$ cat config.mk
export PLATFORM = sky130hd
export DESIGN_NAME = ram_controller
export DESIGN_NICKNAME = d
export VERILOG_FILES = /design/src/source/ram_ctrl_pkg.sv /design/src/source/sram_arbiter.sv /design/src/source/sram_bus_mux.sv /design/src/source/mcr_port.sv /design/src/source/sdram_port.sv /design/src/source/vram_port.sv /design/src/source/ram_controller.sv
export SDC_FILE = /design/constraint.sdc
export NUM_CORES = 1
export LEC_CHECK = 0
export BUFFER_PORTS_ARGS = -buffer_cell sky130_fd_sc_hd__buf_4
export CAP_MARGIN = 15
export CORE_AREA = 2 2 165 167
export DETAILED_ROUTE_END_ITERATION = 16
export DIE_AREA = 0 0 167 169
export SLEW_MARGIN = 20
export SYNTH_ARGS = -nofsm -noshare
export SYNTH_HDL_FRONTEND = slang
export SYNTH_SLANG_ARGS = --single-unit
$ cat constraint.sdc
create_clock -name cpu_clk -period 7.4 [get_ports cpu_clk]
set_input_delay 0 -clock cpu_clk [delete_from_list [all_inputs] [get_ports cpu_clk]]
set_output_delay 0 -clock cpu_clk [all_outputs]
set_load 0.05 [all_outputs]
$ cat src/source/ram_ctrl_pkg.sv
// shared widths and partition map; sram is 256K words of two 16-bit halves, mcr sits at 10x
`default_nettype none

package ram_ctrl_pkg;

   // ------------------------------------------------------------------
   // data and address widths
   // ------------------------------------------------------------------
   typedef logic [17:0] sram_addr_t;
   typedef logic [15:0] sram_half_t;
   typedef logic [31:0] word_t;
   typedef logic [48:0] mcr_word_t;
   typedef logic [13:0] mcr_addr_t;
   typedef logic [21:0] sdram_addr_t;
   typedef logic [14:0] vram_addr_t;

   // ------------------------------------------------------------------
   // sram partition map, by top address bits
   //   0xx  sdram, low 17 bits only
   //   10x  mcr, two words per microcode entry
   //   11x  vram
   // ------------------------------------------------------------------
   localparam int         SDRAM_LOW_BITS    = 17;
   localparam logic [2:0] MCR_PREFIX        = 3'b100;
   localparam logic [2:0] VRAM_PREFIX       = 3'b110;
   // returned for sdram reads above the mapped range
   localparam word_t      OUT_OF_RANGE_DATA = 32'hffff_ffff;

   // arbiter states; every non-idle state lasts one cycle
   typedef enum logic [3:0] {
      IDLE     = 4'd0,
      VGA_RD   = 4'd1,
      MCR_RD1  = 4'd2,
      MCR_RD2  = 4'd3,
      MCR_WR1  = 4'd4,
      MCR_WRW  = 4'd5,
      MCR_WR2  = 4'd6,
      SDRAM_RD = 4'd7,
      SDRAM_WR = 4'd8,
      VRAM_RD  = 4'd9,
      VRAM_WR  = 4'd10
   } arb_state_t;

endpackage

`default_nettype wire

$ cat src/source/sram_arbiter.sv
// fixed priority, one access at a time; a port is only served while its own flag is low
`default_nettype none

module sram_arbiter
   import ram_ctrl_pkg::*;
(
   input  logic       cpu_clk,
   input  logic       reset,

   input  logic       vga_read,
   input  logic       mcr_read,
   input  logic       mcr_write,
   input  logic       sdram_read,
   input  logic       sdram_write,
   input  logic       vram_read,
   input  logic       vram_write,

   input  logic       vga_ready,
   input  logic       mcr_ready,
   input  logic       mcr_done,
   input  logic       sdram_ready,
   input  logic       sdram_done,
   input  logic       vram_ready,
   input  logic       vram_done,

   output arb_state_t state
);

   arb_state_t next_state;

   always_ff @(posedge cpu_clk)
   begin
      if (reset)
         state <= IDLE;
      else
         state <= next_state;
   end

   // ------------------------------------------------------------------
   // next state
   // ------------------------------------------------------------------
   always_comb
   begin
      next_state = IDLE;
      case (state)
         IDLE:
         begin
            // display first, cpu video last
            if (vga_read && !vga_ready)
               next_state = VGA_RD;
            else if (mcr_read && !mcr_ready)
               next_state = MCR_RD1;
            else if (mcr_write && !mcr_done)
               next_state = MCR_WR1;
            else if (sdram_read && !sdram_ready)
               next_state = SDRAM_RD;
            else if (sdram_write && !sdram_done)
               next_state = SDRAM_WR;
            else if (vram_read && !vram_ready)
               next_state = VRAM_RD;
            else if (vram_write && !vram_done)
               next_state = VRAM_WR;
         end
         MCR_RD1: next_state = MCR_RD2;
         // high beat written, then a turnaround cycle with we_n high
         MCR_WR1: next_state = MCR_WRW;
         MCR_WRW: next_state = MCR_WR2;
         default: next_state = IDLE;
      endcase
   end

endmodule

`default_nettype wire

$ cat src/source/sram_bus_mux.sv
// purely combinational from state; all strobes inactive and write data zero in IDLE
`default_nettype none

module sram_bus_mux
   import ram_ctrl_pkg::*;
(
   input  arb_state_t  state,
   input  sdram_addr_t sdram_addr,
   input  mcr_addr_t   mcr_addr,
   input  vram_addr_t  vga_addr,
   input  vram_addr_t  vram_addr_held,

   input  mcr_word_t   mcr_wdata,
   input  word_t       sdram_wdata,
   input  word_t       vram_wdata_held,

   output sram_addr_t  sram_addr,
   output logic        sram_oe_n,
   output logic        sram_we_n,
   output logic        sram_ce_n,
   output sram_half_t  sram_hi_wdata,
   output sram_half_t  sram_lo_wdata
);

   // ------------------------------------------------------------------
   // partitioned address
   // ------------------------------------------------------------------
   always_comb
   begin
      case (state)
         SDRAM_RD, SDRAM_WR:
            sram_addr = {1'b0, sdram_addr[SDRAM_LOW_BITS-1:0]};
         // high beat, address held through the turnaround
         MCR_RD1, MCR_WR1, MCR_WRW:
            sram_addr = {MCR_PREFIX, mcr_addr, 1'b0};
         MCR_RD2, MCR_WR2:
            sram_addr = {MCR_PREFIX, mcr_addr, 1'b1};
         VGA_RD:
            sram_addr = {VRAM_PREFIX, vga_addr};
         VRAM_RD, VRAM_WR:
            sram_addr = {VRAM_PREFIX, vram_addr_held};
         default:
            sram_addr = '0;
      endcase
   end

   // strobes, all active low
   assign sram_oe_n = !((state == VGA_RD) || (state == MCR_RD1) || (state == MCR_RD2) ||
                        (state == SDRAM_RD) || (state == VRAM_RD));
   assign sram_we_n = !((state == MCR_WR1) || (state == MCR_WR2) ||
                        (state == SDRAM_WR) || (state == VRAM_WR));
   assign sram_ce_n = (state == IDLE);

   // ------------------------------------------------------------------
   // write data split
   // ------------------------------------------------------------------
   always_comb
   begin
      sram_hi_wdata = '0;
      sram_lo_wdata = '0;
      case (state)
         // bit 48 rides alone in hi bit 0
         MCR_WR1:
         begin
            sram_hi_wdata = {15'b0, mcr_wdata[48]};
            sram_lo_wdata = mcr_wdata[47:32];
         end
         MCR_WR2:
         begin
            sram_hi_wdata = mcr_wdata[31:16];
            sram_lo_wdata = mcr_wdata[15:0];
         end
         SDRAM_WR:
         begin
            sram_hi_wdata = sdram_wdata[31:16];
            sram_lo_wdata = sdram_wdata[15:0];
         end
         VRAM_WR:
         begin
            sram_hi_wdata = vram_wdata_held[31:16];
            sram_lo_wdata = vram_wdata_held[15:0];
         end
         default:
         begin
            sram_hi_wdata = '0;
            sram_lo_wdata = '0;
         end
      endcase
   end

endmodule

`default_nettype wire

$ cat src/source/mcr_port.sv
// two-beat microcode port; mcr_rdata is valid only while mcr_ready is high
`default_nettype none

module mcr_port
   import ram_ctrl_pkg::*;
(
   input  logic       cpu_clk,
   input  logic       reset,
   input  logic       mcr_read,
   input  logic       mcr_write,
   input  arb_state_t state,
   input  sram_half_t sram_hi_rdata,
   input  sram_half_t sram_lo_rdata,

   output mcr_word_t  mcr_rdata,
   output logic       mcr_ready,
   output logic       mcr_done
);

   // ------------------------------------------------------------------
   // read data assembly
   // ------------------------------------------------------------------
   always_ff @(posedge cpu_clk)
   begin
      // high beat holds only bit 48 in the hi half
      if (state == MCR_RD1)
         mcr_rdata[48:32] <= {sram_hi_rdata[0], sram_lo_rdata};
      if (state == MCR_RD2)
         mcr_rdata[31:0] <= {sram_hi_rdata, sram_lo_rdata};
   end

   // ------------------------------------------------------------------
   // ready and done flags
   // ------------------------------------------------------------------
   always_ff @(posedge cpu_clk)
   begin
      if (reset)
      begin
         mcr_ready <= 1'b0;
         mcr_done  <= 1'b0;
      end
      else
      begin
         if (state == MCR_RD2)
            mcr_ready <= 1'b1;
         if (state == MCR_WR2)
            mcr_done <= 1'b1;

         // level dropped, flag falls next cycle
         if (!mcr_read)
            mcr_ready <= 1'b0;
         if (!mcr_write)
            mcr_done <= 1'b0;
      end
   end

endmodule

`default_nettype wire

$ cat src/source/sdram_port.sv
// only the low 17 address bits reach the sram; reads above that return all ones
`default_nettype none

module sdram_port
   import ram_ctrl_pkg::*;
(
   input  logic        cpu_clk,
   input  logic        reset,
   input  logic        sdram_read,
   input  logic        sdram_write,
   input  sdram_addr_t sdram_addr,
   input  arb_state_t  state,
   input  sram_half_t  sram_hi_rdata,
   input  sram_half_t  sram_lo_rdata,

   output word_t       sdram_rdata,
   output logic        sdram_ready,
   output logic        sdram_done
);

   logic out_of_range;

   // any of bits 21..17 set
   assign out_of_range = |sdram_addr[$bits(sdram_addr_t)-1:SDRAM_LOW_BITS];

   always_ff @(posedge cpu_clk)
   begin
      if (state == SDRAM_RD)
         sdram_rdata <= out_of_range ? OUT_OF_RANGE_DATA : {sram_hi_rdata, sram_lo_rdata};
   end

   // flags
   always_ff @(posedge cpu_clk)
   begin
      if (reset)
      begin
         sdram_ready <= 1'b0;
         sdram_done  <= 1'b0;
      end
      else
      begin
         if (state == SDRAM_RD)
            sdram_ready <= 1'b1;
         if (state == SDRAM_WR)
            sdram_done <= 1'b1;
         if (!sdram_read)
            sdram_ready <= 1'b0;
         if (!sdram_write)
            sdram_done <= 1'b0;
      end
   end

endmodule

`default_nettype wire

$ cat src/source/vram_port.sv
// cpu address and data are sampled in every non-vram state and frozen during the access
`default_nettype none

module vram_port
   import ram_ctrl_pkg::*;
(
   input  logic       cpu_clk,
   input  logic       reset,
   input  logic       vram_read,
   input  logic       vram_write,
   input  logic       vga_read,
   input  vram_addr_t vram_addr,
   input  word_t      vram_wdata,
   input  arb_state_t state,
   input  sram_half_t sram_hi_rdata,
   input  sram_half_t sram_lo_rdata,

   output word_t      vram_rdata,
   output word_t      vga_rdata,
   output logic       vram_ready,
   output logic       vram_done,
   output logic       vga_ready,
   output vram_addr_t vram_addr_held,
   output word_t      vram_wdata_held
);

   logic vram_busy;

   assign vram_busy = (state == VRAM_RD) || (state == VRAM_WR);

   // ------------------------------------------------------------------
   // cpu address and write data holding
   // ------------------------------------------------------------------
   always_ff @(posedge cpu_clk)
   begin
      // last value before the access is what the pins see
      if (!vram_busy)
      begin
         vram_addr_held  <= vram_addr;
         vram_wdata_held <= vram_wdata;
      end
   end

   // ------------------------------------------------------------------
   // read data, cpu and display
   // ------------------------------------------------------------------
   always_ff @(posedge cpu_clk)
   begin
      if (state == VRAM_RD)
         vram_rdata <= {sram_hi_rdata, sram_lo_rdata};
      if (state == VGA_RD)
         vga_rdata <= {sram_hi_rdata, sram_lo_rdata};
   end

   always_ff @(posedge cpu_clk)
   begin
      if (reset)
      begin
         vram_ready <= 1'b0;
         vram_done  <= 1'b0;
         vga_ready  <= 1'b0;
      end
      else
      begin
         if (state == VRAM_RD)
            vram_ready <= 1'b1;
         if (state == VRAM_WR)
            vram_done <= 1'b1;
         if (state == VGA_RD)
            vga_ready <= 1'b1;

         // each flag follows its own level
         if (!vram_read)
            vram_ready <= 1'b0;
         if (!vram_write)
            vram_done <= 1'b0;
         if (!vga_read)
            vga_ready <= 1'b0;
      end
   end

endmodule

`default_nettype wire

$ cat src/source/ram_controller.sv
// single cpu_clk domain; clients hold address and data steady until their flag rises
`default_nettype none

module ram_controller
   import ram_ctrl_pkg::*;
(
   input  logic        cpu_clk,
   input  logic        reset,

   // display read port
   input  logic        vga_read,
   input  vram_addr_t  vga_addr,
   output word_t       vga_rdata,
   output logic        vga_ready,

   // microcode port
   input  logic        mcr_read,
   input  logic        mcr_write,
   input  mcr_addr_t   mcr_addr,
   input  mcr_word_t   mcr_wdata,
   output mcr_word_t   mcr_rdata,
   output logic        mcr_ready,
   output logic        mcr_done,

   // main memory port
   input  logic        sdram_read,
   input  logic        sdram_write,
   input  sdram_addr_t sdram_addr,
   input  word_t       sdram_wdata,
   output word_t       sdram_rdata,
   output logic        sdram_ready,
   output logic        sdram_done,

   // cpu video port
   input  logic        vram_read,
   input  logic        vram_write,
   input  vram_addr_t  vram_addr,
   input  word_t       vram_wdata,
   output word_t       vram_rdata,
   output logic        vram_ready,
   output logic        vram_done,

   // sram pins
   output sram_addr_t  sram_addr,
   output logic        sram_oe_n,
   output logic        sram_we_n,
   output logic        sram_ce_n,
   input  sram_half_t  sram_hi_rdata,
   input  sram_half_t  sram_lo_rdata,
   output sram_half_t  sram_hi_wdata,
   output sram_half_t  sram_lo_wdata
);

   arb_state_t state;
   vram_addr_t vram_addr_held;
   word_t      vram_wdata_held;

   // ------------------------------------------------------------------
   // arbiter and pin driver
   // ------------------------------------------------------------------
   sram_arbiter u_arbiter (
      .cpu_clk     (cpu_clk),
      .reset       (reset),
      .vga_read    (vga_read),
      .mcr_read    (mcr_read),
      .mcr_write   (mcr_write),
      .sdram_read  (sdram_read),
      .sdram_write (sdram_write),
      .vram_read   (vram_read),
      .vram_write  (vram_write),
      .vga_ready   (vga_ready),
      .mcr_ready   (mcr_ready),
      .mcr_done    (mcr_done),
      .sdram_ready (sdram_ready),
      .sdram_done  (sdram_done),
      .vram_ready  (vram_ready),
      .vram_done   (vram_done),
      .state       (state)
   );

   sram_bus_mux u_bus_mux (
      .state           (state),
      .sdram_addr      (sdram_addr),
      .mcr_addr        (mcr_addr),
      .vga_addr        (vga_addr),
      .vram_addr_held  (vram_addr_held),
      .mcr_wdata       (mcr_wdata),
      .sdram_wdata     (sdram_wdata),
      .vram_wdata_held (vram_wdata_held),
      .sram_addr       (sram_addr),
      .sram_oe_n       (sram_oe_n),
      .sram_we_n       (sram_we_n),
      .sram_ce_n       (sram_ce_n),
      .sram_hi_wdata   (sram_hi_wdata),
      .sram_lo_wdata   (sram_lo_wdata)
   );

   // ------------------------------------------------------------------
   // client ports
   // ------------------------------------------------------------------
   mcr_port u_mcr_port (
      .cpu_clk       (cpu_clk),
      .reset         (reset),
      .mcr_read      (mcr_read),
      .mcr_write     (mcr_write),
      .state         (state),
      .sram_hi_rdata (sram_hi_rdata),
      .sram_lo_rdata (sram_lo_rdata),
      .mcr_rdata     (mcr_rdata),
      .mcr_ready     (mcr_ready),
      .mcr_done      (mcr_done)
   );

   sdram_port u_sdram_port (
      .cpu_clk       (cpu_clk),
      .reset         (reset),
      .sdram_read    (sdram_read),
      .sdram_write   (sdram_write),
      .sdram_addr    (sdram_addr),
      .state         (state),
      .sram_hi_rdata (sram_hi_rdata),
      .sram_lo_rdata (sram_lo_rdata),
      .sdram_rdata   (sdram_rdata),
      .sdram_ready   (sdram_ready),
      .sdram_done    (sdram_done)
   );

   vram_port u_vram_port (
      .cpu_clk         (cpu_clk),
      .reset           (reset),
      .vram_read       (vram_read),
      .vram_write      (vram_write),
      .vga_read        (vga_read),
      .vram_addr       (vram_addr),
      .vram_wdata      (vram_wdata),
      .state           (state),
      .sram_hi_rdata   (sram_hi_rdata),
      .sram_lo_rdata   (sram_lo_rdata),
      .vram_rdata      (vram_rdata),
      .vga_rdata       (vga_rdata),
      .vram_ready      (vram_ready),
      .vram_done       (vram_done),
      .vga_ready       (vga_ready),
      .vram_addr_held  (vram_addr_held),
      .vram_wdata_held (vram_wdata_held)
   );

endmodule

`default_nettype wire

; Word level (Yosys, flattened, before mapping)
; Index checks and enable logic that the tools add are counted.
[totals]
ff_bits = 203
inputBits = 220
output_inout_bits = 205
word_cells = 80
[op_classes]
n_eq_ne = 10
muxes = 11
n_bitwise = 7
n_reduce_logical = 37
[ops]
columns = op, count
row1 = 16-bit case mux with 4 select lines, 2
row2 = 18-bit case mux with 5 select lines, 1
row3 = 4-bit 2-to-1 mux, 7
row4 = 2-bit OR reduction, 10
row5 = 4-bit by 3-bit equality test with 1-bit output (second input constant), 4
row6 = 4-bit case mux with 4 select lines, 1
row7 = 4-bit equality test (second input constant), 3
row8 = 1-bit zero test, 9
row9 = 4-bit by 2-bit equality test with 1-bit output (second input constant), 2
row10 = 1-bit logical OR, 8
row11 = 1-bit logical AND, 7
row12 = 1-bit inverter, 7
row13 = 5-bit OR reduction, 1
row14 = 4-bit by 1-bit equality test with 1-bit output (second input constant), 1
row15 = 4-bit zero test, 1
row16 = 3-bit OR reduction, 1

; Longest topological paths before layout
[logic_depth]
ltp_word = 10
mapped_depth = 7
mapped_depth_nobuf = 4

; By module
; Synthesis repeated with hierarchy kept, for this count alone.
[hier_totals]
cells_unflattened = 504
area_unflattened_um2 = 8242.9
[by_module_without_submodules]
columns = mod, n_inst, cells_each, area_each_um2, seq_area_each_um2
row1 = vram_port, 1, 122, 3483.3, 3393.3
row2 = mcr_port, 1, 57, 1569.0, 1511.4
row3 = sram_bus_mux, 1, 213, 1525.2, 0.0
row4 = sdram_port, 1, 78, 1390.1, 1001.0
row5 = sram_arbiter, 1, 34, 275.3, 80.1

; Least setup slack after synthesis
; Ideal clock, no wire load.
[synth_timing]
path_kind = reg-to-reg
from = register u_arbiter.state[3]
to = register u_mcr_port.mcr_rdata[0], enable pin
setup_ps = 464
arrival_time_ps = 2948
required_ps = 6936
path_slack_ps = 3988
path_stages_with_launch = 4
path_buffers = 2
synth_period_minus_slack_ps = 3412
path_cell_list = dfxtp_1 -> buf_4 -> clkbuf_1 -> nor3_1
[synth_via]
elab_chain_cells = 1
[synth_rtl]
columns = item, line_no
row1 = start: declaration, sram_arbiter.sv:26  ; output arb_state_t state
row2 = start signal: assignment, sram_arbiter.sv:36  ; state <= next_state;
row3 = 4-bit by 2-bit equality test with 1-bit output, mcr_port.sv:28  ; if (state == MCR_RD2)
row4 = end signal: assignment, mcr_port.sv:29  ; mcr_rdata[31:0] <= {sram_hi_rdata, sram_lo_rdata};
row5 = end: declaration, mcr_port.sv:15  ; output mcr_word_t mcr_rdata,
; Every way passes these cells.
; A chain may end at the register's enable or synchronous reset.

; Worst setup path after layout
[layout_timing]
from = register u_arbiter.state[3]
to = output port sram_hi_wdata[3]
[layout_via]
elab_chain_cells = 2
word_cells_on_any_way = 5
cone_classes = 4 x eq/ne / 1 x mux
[layout_rtl]
columns = item, line_no
row1 = 4-bit equality test / 4-bit by 3-bit equality test with 1-bit output (equally long branches), sram_bus_mux.sv:61  ; case (state)
row2 = 16-bit case mux with 4 select lines *, sram_bus_mux.sv:61
row3 = end: declaration, ram_controller.sv:50  ; output sram_half_t sram_hi_wdata,
; Every way passes the cells marked *; elsewhere a longest branch is shown, timed or not.

==> impl_metrics.csv <==
group,metric,value,unit
status,outcome,"finished, final reports clean",
clock_network,cts_hold_buffers,87,
critical_path,arrival,3.15,ns
worst_hold_path,hold_depth,5,
synth,synth_fp_nets,724,
synth,synth-main-ff-cell,"edfxtp_1",
clock_network,root_buffer,"clkbuf_16",
timing,tightest_slew,1.04,ns
timing,timing.slew.headroom,0.303,
routing,num_vias,6433,
synth,synth_top_area_share,0.735,
floorplanning,initial_utilization,0.296,
clock_network,clk_latency,0.50,ns
final_layout,fillers,2338,
routing,highest_layer,"met4",
floorplanning,die-area,28200,um^2
power,irDropWorstVdd,289,uV
critical_path,r2r_slack,4.40,ns
floorplanning,rows,60,
routing,antenna_left,0,
timing,drv_slew,0,
clock_network,cts_buffers,22,
final_layout,final_area,13000,um^2
timing,rsz0062_at_grt,"no",
routing,met2_length,13900,um
synth,yosysSeqAreaShare,0.763,
final_layout,drive_gt1_frac,0.469,
critical_path,reg2reg_depth,6,
timing,period_share,0.426,
place,place_ws,4.52,ns
worst_hold_path,min_path_type,"input pin to register",
run,maxCapViolations,0,
timing,worst_slack,4.25,ns
synth,synth_cell_types,44,
critical_path,crit_path_start_kind,"register",
routing,drt-met1-wl,10500,um
place,placed_area,11400,um^2
routing,drc,0,
synth,synth_area_per_cell,15.6,um^2
power,power.leakage,5.31,nW
synth,synth.most_common_cell,"edfxtp_1",
critical_path,path_class,"register to output port",
timing,fin_skew,0.00977,ns
clock_network,clkTransAtPathRegs,0.05,ns
routing,via_per_inst,4.70,
power,power_density,254,nW/um^2
synth,synth_top_cell_by_area,"edfxtp_1",
routing,wire_per_inst,19.8,um
critical_path,cp_max_fo,26,
clock_network,post_cts_buffers,0,
synth,netlist_instances,504,
worst_hold_path,whs_endpoint,"u_arbiter.state[0]",
clock_network,post_cts_resized,0,
critical_path,cp_data_required_time,7.40,ns
global_route,antenna_found_initial,0,
floorplanning,die_h,169,um
timing,finalSetupViolCount,0,
routing,wl,27100,um
synth,synth_edf_count,192,
global_route,grtUsageTotal,0.180,
critical_path,endpoint_kind,"output port",
global_route,grt_start_max_net_pins,48,
floorplanning,core,26500,um^2
floorplanning,io_pins,425,
synth,ys_top_cells_by_area,"edfxtp_1 (74%), a22oi_1 (3.4%), dfxtp_1 (2.8%)",
timing,clock.fmax,318,MHz
synth,yosys_warnings,0,
routing,wl_met3,2090,um
global_route,gr-total-overflow,0,
synth,ys_ff_latch,203,
critical_path,r2r_start,"u_arbiter.state[3]",
synth,async_reset_ff_frac,0,
routing,dr.pass1.iters,5,
floorplanning,die_width,167,um
critical_path,regToRegEndpoint,"u_vram_port.vram_ready",
timing,hold_violations,0,
timing,fin_crit,3.15,ns
clock_network,cts_max_level,1,
global_route,grt_pass1_vias,6570,
final_layout,fin_nets,1233,
worst_hold_path,worstHoldStart,"vram_read",
place,gp_congestion,0.893,
synth,synthTopCellsByCount,"edfxtp_1 (192), nand2_1 (47), a22oi_1 (35)",
clock_network,cts_tree,"done",
global_route,grt_pass1_wl,39000,um
clock_network,clk_path_buf_depth,3,
routing,dr.first_iter.drc_count,408,
clock_network,clock_sinks,203,
place,io_buffers,424,
place,dpl.hpwl,19500,um
final_layout,insertedDiodeCount,0,
timing,tns,0,ns
synth,syn_area,7840,um^2
final_layout,areaGrowthSynthToFinish,65.8,%
[critical path, stage by stage (launching register included)]
cell and delay (ns):
dfxtp_1 1.01, nand2b_2 0.36, nor2_2 0.41, buf_4 0.36
a22oi_1 0.16, nand2_1 0.12, buf_4 0.20
[layout by cell type, fill, tap and decap left out, types with 3 or more instances in the layout]
master	Yosys	routed
buf_4	7	429
edfxtp_1	192	192
dlygate4sd3_1	0	87
nand2_1	47	47
a22oi_1	35	35
or3_1	33	33
clkbuf_16	0	22
o21ai_1	18	18
o21ai_0	16	16
a21oi_1	16	16
a221o_1	15	15
nor2_1	16	13
mux2i_1	13	13
dfxtp_1	11	10
nand2b_1	8	8
nor3b_1	8	8
nor2b_1	5	5
a31oi_1	4	4
clkbuf_1	10	4
nand2b_2	3	3
nor2_4	0	3
bufinv_16	0	3
clkinv_2	0	3
[cell type report]
cell class,count,area (um^2),share of cell area
multi-input cells,266,1720,0.132
flip-flops and latches,203,5990,0.461
well taps,341,427,0.0328
clock inverters,13,169,0.0130
inverters,3,11.3,0.000866
clock buffers,26,566,0.0435
repair buffers,517,4120,0.317
[metal layers]
| layer | vias to the layer above | track usage |
|---|---|---|
| li1 | 2978 | - |
| met1 | 3066 | 0.215 |
| met2 | 350 | 0.330 |
| met3 | 39 | 0.0379 |
| met4 | 0 | 0.0450 |
| met5 | - | 0 |
[per-stage QoR]
step / hold slack (ns) / utilization / power (mW) / instances
after global placement: 0.178 / 0.429 / 2.19 / 1242
after detailed placement: 0.179 / 0.429 / 2.19 / 1242
final: 0.0273 / 0.490 / 3.30 / 1369
after floorplan: 0.0989 / - / 1.88 / 504
after CTS: 0.000848 / 0.489 / 3.33 / 1368
after global routing: 0.0426 / 0.490 / 3.42 / 1369
[kinds of logic (layout without fill, tap and decap cells)]
logic type / count (synthesis) / after routing / share of synthesized area
and+or+nand+nor: 138 / 138 / 0.0957
AOI/OAI and AO/OA: 115 / 115 / 0.102
muxes: 13 / 13 / 0.0166
DFF: 203 / 203 / 0.763
buffers and inverters: 35 / 559 / 0.0223
[report_power, final]
part / switching, mW / internal [mW]
Sequential: 0.0467 / 1.34
Combinational: 0.532 / 0.285
Clock: 0.444 / 0.660
Total: 1.02 / 2.28
[worst max-delay path by stage]
| stage | startpoint | to | slack [ns] | depth (start not counted) |
|---|---|---|---|---|
| after global routing | u_arbiter.state[3] | sram_lo_wdata[13] | 4.07 | 6 |
| after detailed placement | u_arbiter.state[2] | sram_lo_wdata[11] | 4.52 | 5 |
| final | u_arbiter.state[3] | sram_hi_wdata[3] | 4.25 | 6 |
| after global placement | u_arbiter.state[2] | sram_lo_wdata[11] | 4.61 | 5 |
| after floorplan | u_arbiter.state[3] | u_mcr_port.mcr_rdata[0] | 3.99 | 3 |
| after CTS | u_arbiter.state[2] | sram_lo_wdata[11] | 3.97 | 5 |
[flip-flops by register name, summed over array words and instances, names as in the netlist]
register                     cells
u_mcr_port.mcr_ready             1
u_sdram_port.sdram_rdata        32
u_sdram_port.sdram_done          1
u_vram_port.vram_wdata_held     32
u_mcr_port.mcr_done              1
u_mcr_port.mcr_rdata            49
u_vram_port.vram_ready           1
u_vram_port.vram_rdata          32
u_vram_port.vram_done            1
u_vram_port.vga_rdata           32
u_vram_port.vga_ready            1
u_vram_port.vram_addr_held      15
u_sdram_port.sdram_ready         1
u_arbiter.state                  4
No activity file was read; power rests on OpenSTA's default activity.
